==> config.mk <==
export PLATFORM = sky130hd
export DESIGN_NAME = instr_fetch
export DESIGN_NICKNAME = d
export VERILOG_FILES = /design/src/rtl/icache_pkg.sv /design/src/rtl/apb_line_reader.sv /design/src/rtl/icache_array.sv /design/src/rtl/icache_ctrl.sv /design/src/rtl/instr_fetch.sv
export VERILOG_INCLUDE_DIRS = /design/src /design/src/rtl
export SDC_FILE = /design/constraint.sdc
export NUM_CORES = 2
export LEC_CHECK = 0
export BUFFER_PORTS_ARGS = -buffer_cell sky130_fd_sc_hd__buf_2
export CAP_MARGIN = 20
export CELL_PAD_IN_SITES_DETAIL_PLACEMENT = 2
export CELL_PAD_IN_SITES_GLOBAL_PLACEMENT = 2
export CORE_ASPECT_RATIO = 1.25
export CORE_UTILIZATION = 25
export CTS_CLUSTER_DIAMETER = 120
export DETAILED_ROUTE_END_ITERATION = 6
export PLACE_DENSITY = 0.41
export SYNTH_ARGS = -nofsm -noshare
export SYNTH_HDL_FRONTEND = slang
export SYNTH_SLANG_ARGS = --single-unit
==> constraint.sdc <==
create_clock -name clk -period 111 [get_ports clk]
set_input_delay 22.2 -clock clk [delete_from_list [all_inputs] [get_ports clk]]
set_output_delay 22.2 -clock clk [all_outputs]
set_load 0.01 [all_outputs]
==> src/rtl/icache_consts.svh <==
`ifndef ICACHE_CONSTS_SVH
`define ICACHE_CONSTS_SVH

// Cache geometry.
`define ICACHE_ADDR_W           32
`define ICACHE_WORD_W           32
`define ICACHE_LINE_W           512
`define ICACHE_LINES            4
`define ICACHE_WORDS_PER_LINE   16

// Address field widths.
`define ICACHE_BYTE_OFS_W       2
`define ICACHE_WORD_OFS_W       4
`define ICACHE_INDEX_W          2
`define ICACHE_TAG_W            24

// Low bit of each address field.
`define ICACHE_WORD_OFS_LSB     `ICACHE_BYTE_OFS_W
`define ICACHE_INDEX_LSB        (`ICACHE_WORD_OFS_LSB + `ICACHE_WORD_OFS_W)
`define ICACHE_TAG_LSB          (`ICACHE_INDEX_LSB + `ICACHE_INDEX_W)

`endif

==> src/rtl/icache_pkg.sv <==
`include "icache_consts.svh"

package icache_pkg;

    // ----------------------------------------------------------------------
    // Fetch port.
    // ----------------------------------------------------------------------

    typedef struct packed {
        logic [`ICACHE_ADDR_W-1:0] addr;
    } fetch_req_t;

    // Instruction reads as zero when the address is misaligned.
    typedef struct packed {
        logic [`ICACHE_WORD_W-1:0] instr;
        logic                      misaligned;
    } fetch_rsp_t;

    // ----------------------------------------------------------------------
    // APB read-only master and slave halves.
    // ----------------------------------------------------------------------

    typedef struct packed {
        logic                      psel;
        logic                      penable;
        logic [`ICACHE_ADDR_W-1:0] paddr;
    } apb_req_t;

    typedef struct packed {
        logic                      pready;
        logic [`ICACHE_WORD_W-1:0] prdata;
        logic                      pslverr;
    } apb_rsp_t;

    // Word 0 sits in the low bits.
    typedef logic [`ICACHE_WORDS_PER_LINE-1:0][`ICACHE_WORD_W-1:0] cache_line_t;

endpackage

==> src/rtl/apb_line_reader.sv <==
`timescale 1ns/1ns

`include "icache_consts.svh"

module apb_line_reader
    import icache_pkg::*;
(
    input  logic                      clk,
    input  logic                      arst,

    // Refill request from the controller.
    input  logic                      i_start,
    input  logic [`ICACHE_ADDR_W-1:0] i_line_addr,

    // APB master.
    output apb_req_t                  o_apb,
    input  apb_rsp_t                  i_apb,

    // Assembled line.
    output logic                      o_done,
    output cache_line_t               o_line
);

    typedef enum logic [1:0] {
        RD_IDLE,
        RD_SETUP,
        RD_ACCESS
    } rd_state_t;

    rd_state_t                                   state_q;
    logic [`ICACHE_WORD_OFS_W-1:0]               word_cnt_q;
    logic [`ICACHE_ADDR_W-`ICACHE_INDEX_LSB-1:0] line_base_q;
    logic                                        xfer_done;

    // Access phase ends on the edge with pready.
    assign xfer_done = (state_q == RD_ACCESS) && i_apb.pready;

    // ----------------------------------------------------------------------
    // Transfer sequencing.
    // ----------------------------------------------------------------------

    // The counter wraps to zero after word 15, so a nonzero count
    // in idle means the line is still in progress.
    always_ff @(posedge clk or posedge arst) begin
        if (arst) begin
            state_q    <= RD_IDLE;
            word_cnt_q <= '0;
            o_done     <= 1'b0;
        end else begin
            o_done <= 1'b0;
            case (state_q)
                RD_IDLE: begin
                    if (i_start || (word_cnt_q != '0)) begin
                        state_q <= RD_SETUP;
                    end
                end
                RD_SETUP: begin
                    state_q <= RD_ACCESS;
                end
                RD_ACCESS: begin
                    if (xfer_done) begin
                        state_q    <= RD_IDLE;
                        word_cnt_q <= word_cnt_q + 1'b1;
                        o_done     <= (word_cnt_q == '1);
                    end
                end
                default: begin
                    state_q <= RD_IDLE;
                end
            endcase
        end
    end

    // ----------------------------------------------------------------------
    // Line base and data capture.
    // ----------------------------------------------------------------------

    always_ff @(posedge clk) begin
        if (i_start) begin
            line_base_q <= i_line_addr[`ICACHE_ADDR_W-1:`ICACHE_INDEX_LSB];
        end
    end

    // The word is kept as read even on pslverr.
    always_ff @(posedge clk) begin
        if (xfer_done) begin
            o_line[word_cnt_q] <= i_apb.prdata;
        end
    end

    always_comb begin
        o_apb.psel    = (state_q != RD_IDLE);
        o_apb.penable = (state_q == RD_ACCESS);
        o_apb.paddr   = {line_base_q, word_cnt_q, {`ICACHE_BYTE_OFS_W{1'b0}}};
    end

endmodule

==> src/rtl/icache_array.sv <==
`timescale 1ns/1ns

`include "icache_consts.svh"

module icache_array
    import icache_pkg::*;
(
    input  logic                      clk,
    input  logic                      arst,

    // Lookup and refill write.
    input  logic [`ICACHE_ADDR_W-1:0] i_lookup_addr,
    input  logic                      i_write_en,
    input  cache_line_t               i_write_line,
    input  logic                      i_invalidate,

    // Lookup result.
    output logic                      o_hit,
    output logic [`ICACHE_WORD_W-1:0] o_word
);

    // ----------------------------------------------------------------------
    // Address fields.
    // ----------------------------------------------------------------------

    logic [`ICACHE_TAG_W-1:0]      addr_tag;
    logic [`ICACHE_INDEX_W-1:0]    addr_index;
    logic [`ICACHE_WORD_OFS_W-1:0] addr_word;

    assign addr_tag   = i_lookup_addr[`ICACHE_ADDR_W-1:`ICACHE_TAG_LSB];
    assign addr_index = i_lookup_addr[`ICACHE_TAG_LSB-1:`ICACHE_INDEX_LSB];
    assign addr_word  = i_lookup_addr[`ICACHE_INDEX_LSB-1:`ICACHE_WORD_OFS_LSB];

    // ----------------------------------------------------------------------
    // Storage.
    // ----------------------------------------------------------------------

    logic [`ICACHE_TAG_W-1:0]  tag_mem  [`ICACHE_LINES];
    logic [`ICACHE_LINE_W-1:0] line_mem [`ICACHE_LINES];
    logic [`ICACHE_LINES-1:0]  valid_q;
    logic [`ICACHE_LINE_W-1:0] sel_line;

    // Invalidate clears everything, but a refill landing in the
    // same cycle still marks its own line.
    always_ff @(posedge clk or posedge arst) begin
        if (arst) begin
            valid_q <= '0;
        end else begin
            if (i_invalidate) begin
                valid_q <= '0;
            end
            if (i_write_en) begin
                valid_q[addr_index] <= 1'b1;
            end
        end
    end

    // Tag and line are written together at the lookup index.
    always_ff @(posedge clk) begin
        if (i_write_en) begin
            tag_mem[addr_index]  <= addr_tag;
            line_mem[addr_index] <= i_write_line;
        end
    end

    // ----------------------------------------------------------------------
    // Lookup.
    // ----------------------------------------------------------------------

    assign sel_line = line_mem[addr_index];

    assign o_hit  = valid_q[addr_index] && (tag_mem[addr_index] == addr_tag);

    // Word select by the word offset.
    assign o_word = sel_line[addr_word*`ICACHE_WORD_W +: `ICACHE_WORD_W];

endmodule

==> src/rtl/icache_ctrl.sv <==
`timescale 1ns/1ns

`include "icache_consts.svh"

module icache_ctrl
    import icache_pkg::*;
(
    input  logic                      clk,
    input  logic                      arst,

    // Fetch request and response.
    input  logic                      i_req_valid,
    input  fetch_req_t                i_req,
    output logic                      o_req_ready,
    output logic                      o_rsp_valid,
    output fetch_rsp_t                o_rsp,

    // Cache array.
    output logic [`ICACHE_ADDR_W-1:0] o_lookup_addr,
    input  logic                      i_hit,
    input  logic [`ICACHE_WORD_W-1:0] i_word,

    // Line reader.
    output logic                      o_fill_start,
    output logic [`ICACHE_ADDR_W-1:0] o_fill_addr,
    input  logic                      i_fill_done,
    output logic                      o_write_en
);

    typedef enum logic [1:0] {
        ST_IDLE,
        ST_LOOKUP,
        ST_FILL,
        ST_WRITE
    } state_t;

    state_t                    state_q;
    logic [`ICACHE_ADDR_W-1:0] addr_q;
    logic                      misaligned;
    logic                      answer;

    assign misaligned = |addr_q[`ICACHE_BYTE_OFS_W-1:0];

    // Misaligned requests answer without touching the cache.
    assign answer = misaligned || i_hit;

    // ----------------------------------------------------------------------
    // State machine.
    // ----------------------------------------------------------------------

    always_ff @(posedge clk or posedge arst) begin
        if (arst) begin
            state_q <= ST_IDLE;
        end else begin
            case (state_q)
                ST_IDLE: begin
                    if (i_req_valid) begin
                        state_q <= ST_LOOKUP;
                    end
                end
                ST_LOOKUP: begin
                    state_q <= answer ? ST_IDLE : ST_FILL;
                end
                ST_FILL: begin
                    if (i_fill_done) begin
                        state_q <= ST_WRITE;
                    end
                end
                // Back to lookup, which now hits.
                ST_WRITE: begin
                    state_q <= ST_LOOKUP;
                end
                default: begin
                    state_q <= ST_IDLE;
                end
            endcase
        end
    end

    always_ff @(posedge clk) begin
        if (o_req_ready && i_req_valid) begin
            addr_q <= i_req.addr;
        end
    end

    // ----------------------------------------------------------------------
    // Outputs.
    // ----------------------------------------------------------------------

    assign o_req_ready   = (state_q == ST_IDLE);
    assign o_rsp_valid   = (state_q == ST_LOOKUP) && answer;
    assign o_fill_start  = (state_q == ST_LOOKUP) && !answer;
    assign o_write_en    = (state_q == ST_WRITE);
    assign o_lookup_addr = addr_q;

    // Line base has the word and byte offsets cleared.
    assign o_fill_addr = {addr_q[`ICACHE_ADDR_W-1:`ICACHE_INDEX_LSB], {`ICACHE_INDEX_LSB{1'b0}}};

    assign o_rsp.instr      = misaligned ? '0 : i_word;
    assign o_rsp.misaligned = misaligned;

endmodule

==> src/rtl/instr_fetch.sv <==
`timescale 1ns/1ns

`include "icache_consts.svh"

module instr_fetch
    import icache_pkg::*;
(
    input  logic       clk,
    input  logic       arst,

    // Core side.
    input  logic       i_req_valid,
    input  fetch_req_t i_req,
    output logic       o_req_ready,
    output logic       o_rsp_valid,
    output fetch_rsp_t o_rsp,
    input  logic       i_invalidate,

    // Memory side.
    output apb_req_t   o_apb,
    input  apb_rsp_t   i_apb
);

    logic [`ICACHE_ADDR_W-1:0] lookup_addr;
    logic                      hit;
    logic [`ICACHE_WORD_W-1:0] word;
    logic                      fill_start;
    logic [`ICACHE_ADDR_W-1:0] fill_addr;
    logic                      fill_done;
    logic                      write_en;
    cache_line_t               fill_line;

    icache_ctrl u_ctrl (
        .clk           (clk),
        .arst          (arst),
        .i_req_valid   (i_req_valid),
        .i_req         (i_req),
        .o_req_ready   (o_req_ready),
        .o_rsp_valid   (o_rsp_valid),
        .o_rsp         (o_rsp),
        .o_lookup_addr (lookup_addr),
        .i_hit         (hit),
        .i_word        (word),
        .o_fill_start  (fill_start),
        .o_fill_addr   (fill_addr),
        .i_fill_done   (fill_done),
        .o_write_en    (write_en)
    );

    // Refill line goes straight into the array.
    icache_array u_array (
        .clk           (clk),
        .arst          (arst),
        .i_lookup_addr (lookup_addr),
        .i_write_en    (write_en),
        .i_write_line  (fill_line),
        .i_invalidate  (i_invalidate),
        .o_hit         (hit),
        .o_word        (word)
    );

    apb_line_reader u_reader (
        .clk           (clk),
        .arst          (arst),
        .i_start       (fill_start),
        .i_line_addr   (fill_addr),
        .o_apb         (o_apb),
        .i_apb         (i_apb),
        .o_done        (fill_done),
        .o_line        (fill_line)
    );

endmodule

# Word-level counts from Yosys, hierarchy flattened
# Memory sizes are Yosys's and may differ from the RTL's. A register that Yosys moved wholly into a read port is not among the register bits.
# Cells that the tools add are included.
# totals
register_bits	583
latch_bits	0
ramBits	2144
romBits	0
in_bits	70
out_inout_bits	69
word_cells	84
memories	2
# classes
add_sub_neg	1
mul	0
n_div	0
magnitude_cmp	4
n_eq_ne	11
n_shift	1
muxes	23
n_bitwise	1
n_reduce_logical	18
# mem_list
name	words	width	read_ports	rd_ports_with_merged_regs	write_ports	line	rtl
u_array.line_mem	4	512	1	1	1	icache_array.sv:39	logic [`ICACHE_LINE_W-1:0] line_mem [`ICACHE_LINES];
u_array.tag_mem	4	24	1	1	1	icache_array.sv:38	logic [`ICACHE_TAG_W-1:0] tag_mem [`ICACHE_LINES];
# op_table
operator	count
$bwmux W512	1
$shiftx A512 B10 Y32	1
$demux W32 S4	1
$mux W32	2
$eq A24 B24 Y1	1
$mux W2	7
$mux W4	2
$pmux W2 S4	1
$logic_and A1 B1 Y1	7
$eq A2 B2 Y1 const B	3
$mux W1	6
$ne A2 B1 Y1 const B	3
$pmux W2 S3	1
$reduce_and A2 Y1	3
$lt A4 B5 Y1 const B	1
$add A4 B1 Y4 const B	1
$eq A2 B1 Y1 const B	2
$eq A4 B4 Y1 const B	1
$ge A4 B1 Y1 const B	1
$logic_not A2 Y1	2
$or A4 B4 Y4	1
$reduce_bool A4 Y1	1
$lt A2 B3 Y1 const B	1
$bmux W1 S2	1
7 further kinds	8

# Depth between registers and ports, before layout
# depth
ltp_word	9
mapped_depth	10
ltp_nobuf	7

# Modules after synthesis
# Synthesis repeated with hierarchy kept, for this count alone.
# unflattened
hier_cells	4235
hier_area_um2	99798.2
# by_module_without_submodules
mod	instances	cells_per_inst	area_each_um2	seq_area_each_um2
icache_array	1	3516	81525.7	64481.8
apb_line_reader	1	595	16628.4	16330.7
icache_ctrl	1	124	1644.1	1011.0

# Worst setup path before layout
# OpenSTA, ideal clock, no wires.
# synth_path
path_kind	register to register
startpoint	register u_ctrl.addr_q[7] (netlist: u_ctrl.o_lookup_addr[7])
endpoint	memory u_array.line_mem[0][0] (netlist name) (enable)
setup_ps	2206
arrival_time_ps	39239
t_required_ps	108794
slack_ps	69555
stages_incl_launch_ff	2
path_buffers	0
period_less_slack_ps	41445
path_cell_list	edfxtp_1 -> nor3b_1
# synth_rtl
element	line	rtl
start: declaration	icache_ctrl.sv:38	logic [`ICACHE_ADDR_W-1:0] addr_q;
start signal: assignment	icache_ctrl.sv:82	addr_q <= i_req.addr;
end: declaration	icache_array.sv:39	
# Straight into the memory's write port.

==> impl_metrics.ini <==
[logic_synthesis]
ys_warn_count = 0
postSynth.asyncResetShare_pct = 0.476
syn_area_mm2 = 0.0995
ys_seq_elements = 2729
synth_cells = 3830
syn_avg_cell_area_um2 = 26.0
synth_enable_flop_cells = 2714
synthDistinctLibCells = 44
ys_seq_area_share_pct = 82.3
yosys_most_used_dff = edfxtp_1

[routing]
ant_nets = 0
wl_per_cell_um = 27.2
vias_per_cell = 4.33
drt_pass1_iterations = 7
drt_iter0_markers = 2643
finalWirelength_um = 262000
drc = 0
vias = 41793

[cts]
numCtsBuffers = 303
cts_sinks = 2729
clk_path_buf_depth = 4
clock_tree.root_cell = clkbuf_16
holdBufCountCts = 0
insertion_delay_ps = 900
path_clk_slew_ps = 60
cts_setup_buffers = 0
cts_tree = built
ctsHtreeMaxLevel = 5
cts_resized = 0

[setup_path]
endpoint_kind = primary output
crit_arrival_ps = 6830
required_ps = 88800
crit_buf_inv = 5
worst-setup-path-type = reg -> out
slowest_stage = dfxtp_4
critical_path.top_delay_family = buffers and inverters
crit_top_cell = buf_4
slowest_delay_ps = 860
startpoint_type = register
critPathMaxFanout = 94
path_cells = buf_4 > buf_4 > buf_12 > buf_4 > mux4_2 > mux4_2 > mux2i_1 > o22ai_1 > buf_2

[final_layout]
num-fill-cells = 38930
nets = 4290
multiInputGateArea_mm2 = 0.0169
seqCellArea_mm2 = 0.0819
final_cells = 9644
syn_to_final_growth_pct = 16.8
layout-drive-gt1-share_pct = 30.0

[sta]
slew_violations = 0
finalSetupViolCount = 0
rsz0062_at_grt = false
setup-tns-final_ps = 0
min_period_over_period_pct = 26.2
finClkSkew_ps = 44.9
finalCriticalPeriod_ps = 29030
setup_slack_ps = 81970
timing.hold.ws_ps = 475
fmax_mhz = 34.5
final_hold_viol_count = 0
maxSlewHeadroom_pct = 30.1
tightest_slew_ps = 1050

[floorplan]
row_count = 258
fp.dieW_um = 566
core_mm2 = 0.395
io_pins = 139
die_area_mm2 = 0.400
start_util_pct = 25.2
die_h_um = 707

[global_routing]
grt_pass1_wl_um = 373000
grt_overflow_total = 0
antenna_found_initial = 25
grt_usage_pct = 13.0
grt_max_degree = 116
grt_pass1_vias = 48464

[placement]
gp_congestion = 0.639
io_buffer_count = 135
pre_cts_slack_ps = 82580
dp_cells = 9106
dp_hpwl_um = 133000

[power]
p_leak_nw = 35.4
power.density_mw_per_mm2 = 21.7
finalPower_w = 0.00252
peakVddDrop_mv = 0.0111

[outcome]
status = complete, no violations

[hold_path]
holdCritPathClass = reg -> reg

[run]
cap_viol_max_count = 0
-- stage by stage --
| step | cell area, µm² | utilization [%] |
|---|---|---|
| after floorplan | 99500 | - |
| after CTS | 116000 | 29.4 |
| after global routing | 116000 | 29.4 |
| after global placement | 107000 | 27.1 |
| after detailed placement | 107000 | 27.1 |
| final | 116000 | 29.4 |
-- registers in the layout, summed over array words and instances, names as in the netlist, named ones only --
register,count
u_ctrl.state_q,2
u_ctrl.o_lookup_addr,32
u_reader.o_done,1
u_reader.line_base_q,26
u_array.tag_mem,96
u_reader.o_line,512
u_reader.state_q,2
u_array.valid_q,4
u_reader.word_cnt_q,4
u_array.line_mem,2048
-- cell type report --
cell class	count	share of cell area [%]
clock buffers	390	7.03
clock inverters	141	0.829
repair buffers	245	1.44
flip-flops and latches	2729	70.5
multi-input cells	921	14.6
well taps	5200	5.60
diodes	7	0.0151
inverters	11	0.0355
-- synth_stat cells, types with 2 or more instances --
cell	number	area share, %
nand4_1	5	0.031
nand2b_1	5	0.031
nor2b_1	4	0.025
o22ai_1	22	0.14
xnor2_1	27	0.24
a31oi_1	3	0.019
edfxtp_1	2714	82
a2bb2oi_1	2	0.018
nor2_1	19	0.072
dfxtp_1	2	0.040
nor3b_1	2	0.015
buf_6	5	0.057
buf_4	7	0.053
mux2i_1	75	0.75
nand3_1	3	0.015
o21ai_1	2	0.010
inv_1	11	0.042
o21ai_0	12	0.060
nor3_1	5	0.025
nand2_1	22	0.083
clkbuf_1	69	0.26
or3_1	3	0.019
a21o_1	4	0.030
buf_2	64	0.32
mux4_2	655	15
a21oi_1	11	0.055
and3_1	2	0.013
mux2_2	10	0.11
dfrtp_1	13	0.33
a211oi_1	6	0.045
xor2_1	2	0.018
ha_1	9	0.11
buf_1	24	0.091
-- cell families after synthesis --
logic type,after synthesis,share of synthesized area [%]
AND/OR/NAND/NOR,74,0.377
flip-flops,2729,82.3
buffers and inverters,181,0.844
AO/OA/AOI/OAI,67,0.419
XOR/XNOR,29,0.255
adder cells (fa/ha/maj),9,0.113
other,1,0.00377
multiplexers,740,15.7
-- per-layer routing --
layer / vias to the layer above / track usage [%] / part of all wire (%)
met2: 698 / 22.6 / 50
met3: 353 / 1.99 / 3.7
met5: - / 0 / 0.0050
li1: 17370 / - / -
met4: 2 / 2.80 / 1.9
met1: 23370 / 17.2 / 44
-- power breakdown --
part           switching [W]  internal (W)  total, W
clock               0.000407      0.000539  0.000945
sequential         0.0000224       0.00118   0.00120
combinational       0.000205      0.000171  0.000375
total               0.000634       0.00189   0.00252
-- path summary, 6_finish.rpt --
path	start	endpoint	slack, ps	depth (start not counted)
worst min-delay path	u_array.valid_q[2]	u_array.valid_q[2]	470	1
min in group asynchronous	arst	u_reader.word_cnt_q[3]	21350	2
worst min register to register	u_array.valid_q[2]	u_array.valid_q[2]	470	1
worst max-delay path	register	o_rsp[17]	81970	9
max in group asynchronous	arst	u_ctrl.state_q[0]	89260	2
worst max register to register	register	u_reader.line_base_q[16]	105700	10
-- cells in the final DEF, fill, tap and decap left out, drive strengths merged, types with 3 or more instances in the layout --
cell type  synthesis  layout
mux4             655     655
xnor2             27      27
edfxtp          2714    2714
clkbuf            69     390
ha                 9       9
nor2b              4       4
a21oi             11      11
nand3              3       3
a21o               4       4
buf              101     245
nor2              19      19
bufinv             0       9
o21ai             14      14
mux2i             75      75
inv               11      20
diode              0       7
nor3               5       5
or3                3       3
clkinv             0     121
dfrtp             13      13
nand4              5       5
nand2             22      22
a31oi              3       3
o22ai             22      22
mux2              10      10
a211oi             6       6
nand2b             5       5
Power figures use the tool's default switching activity.
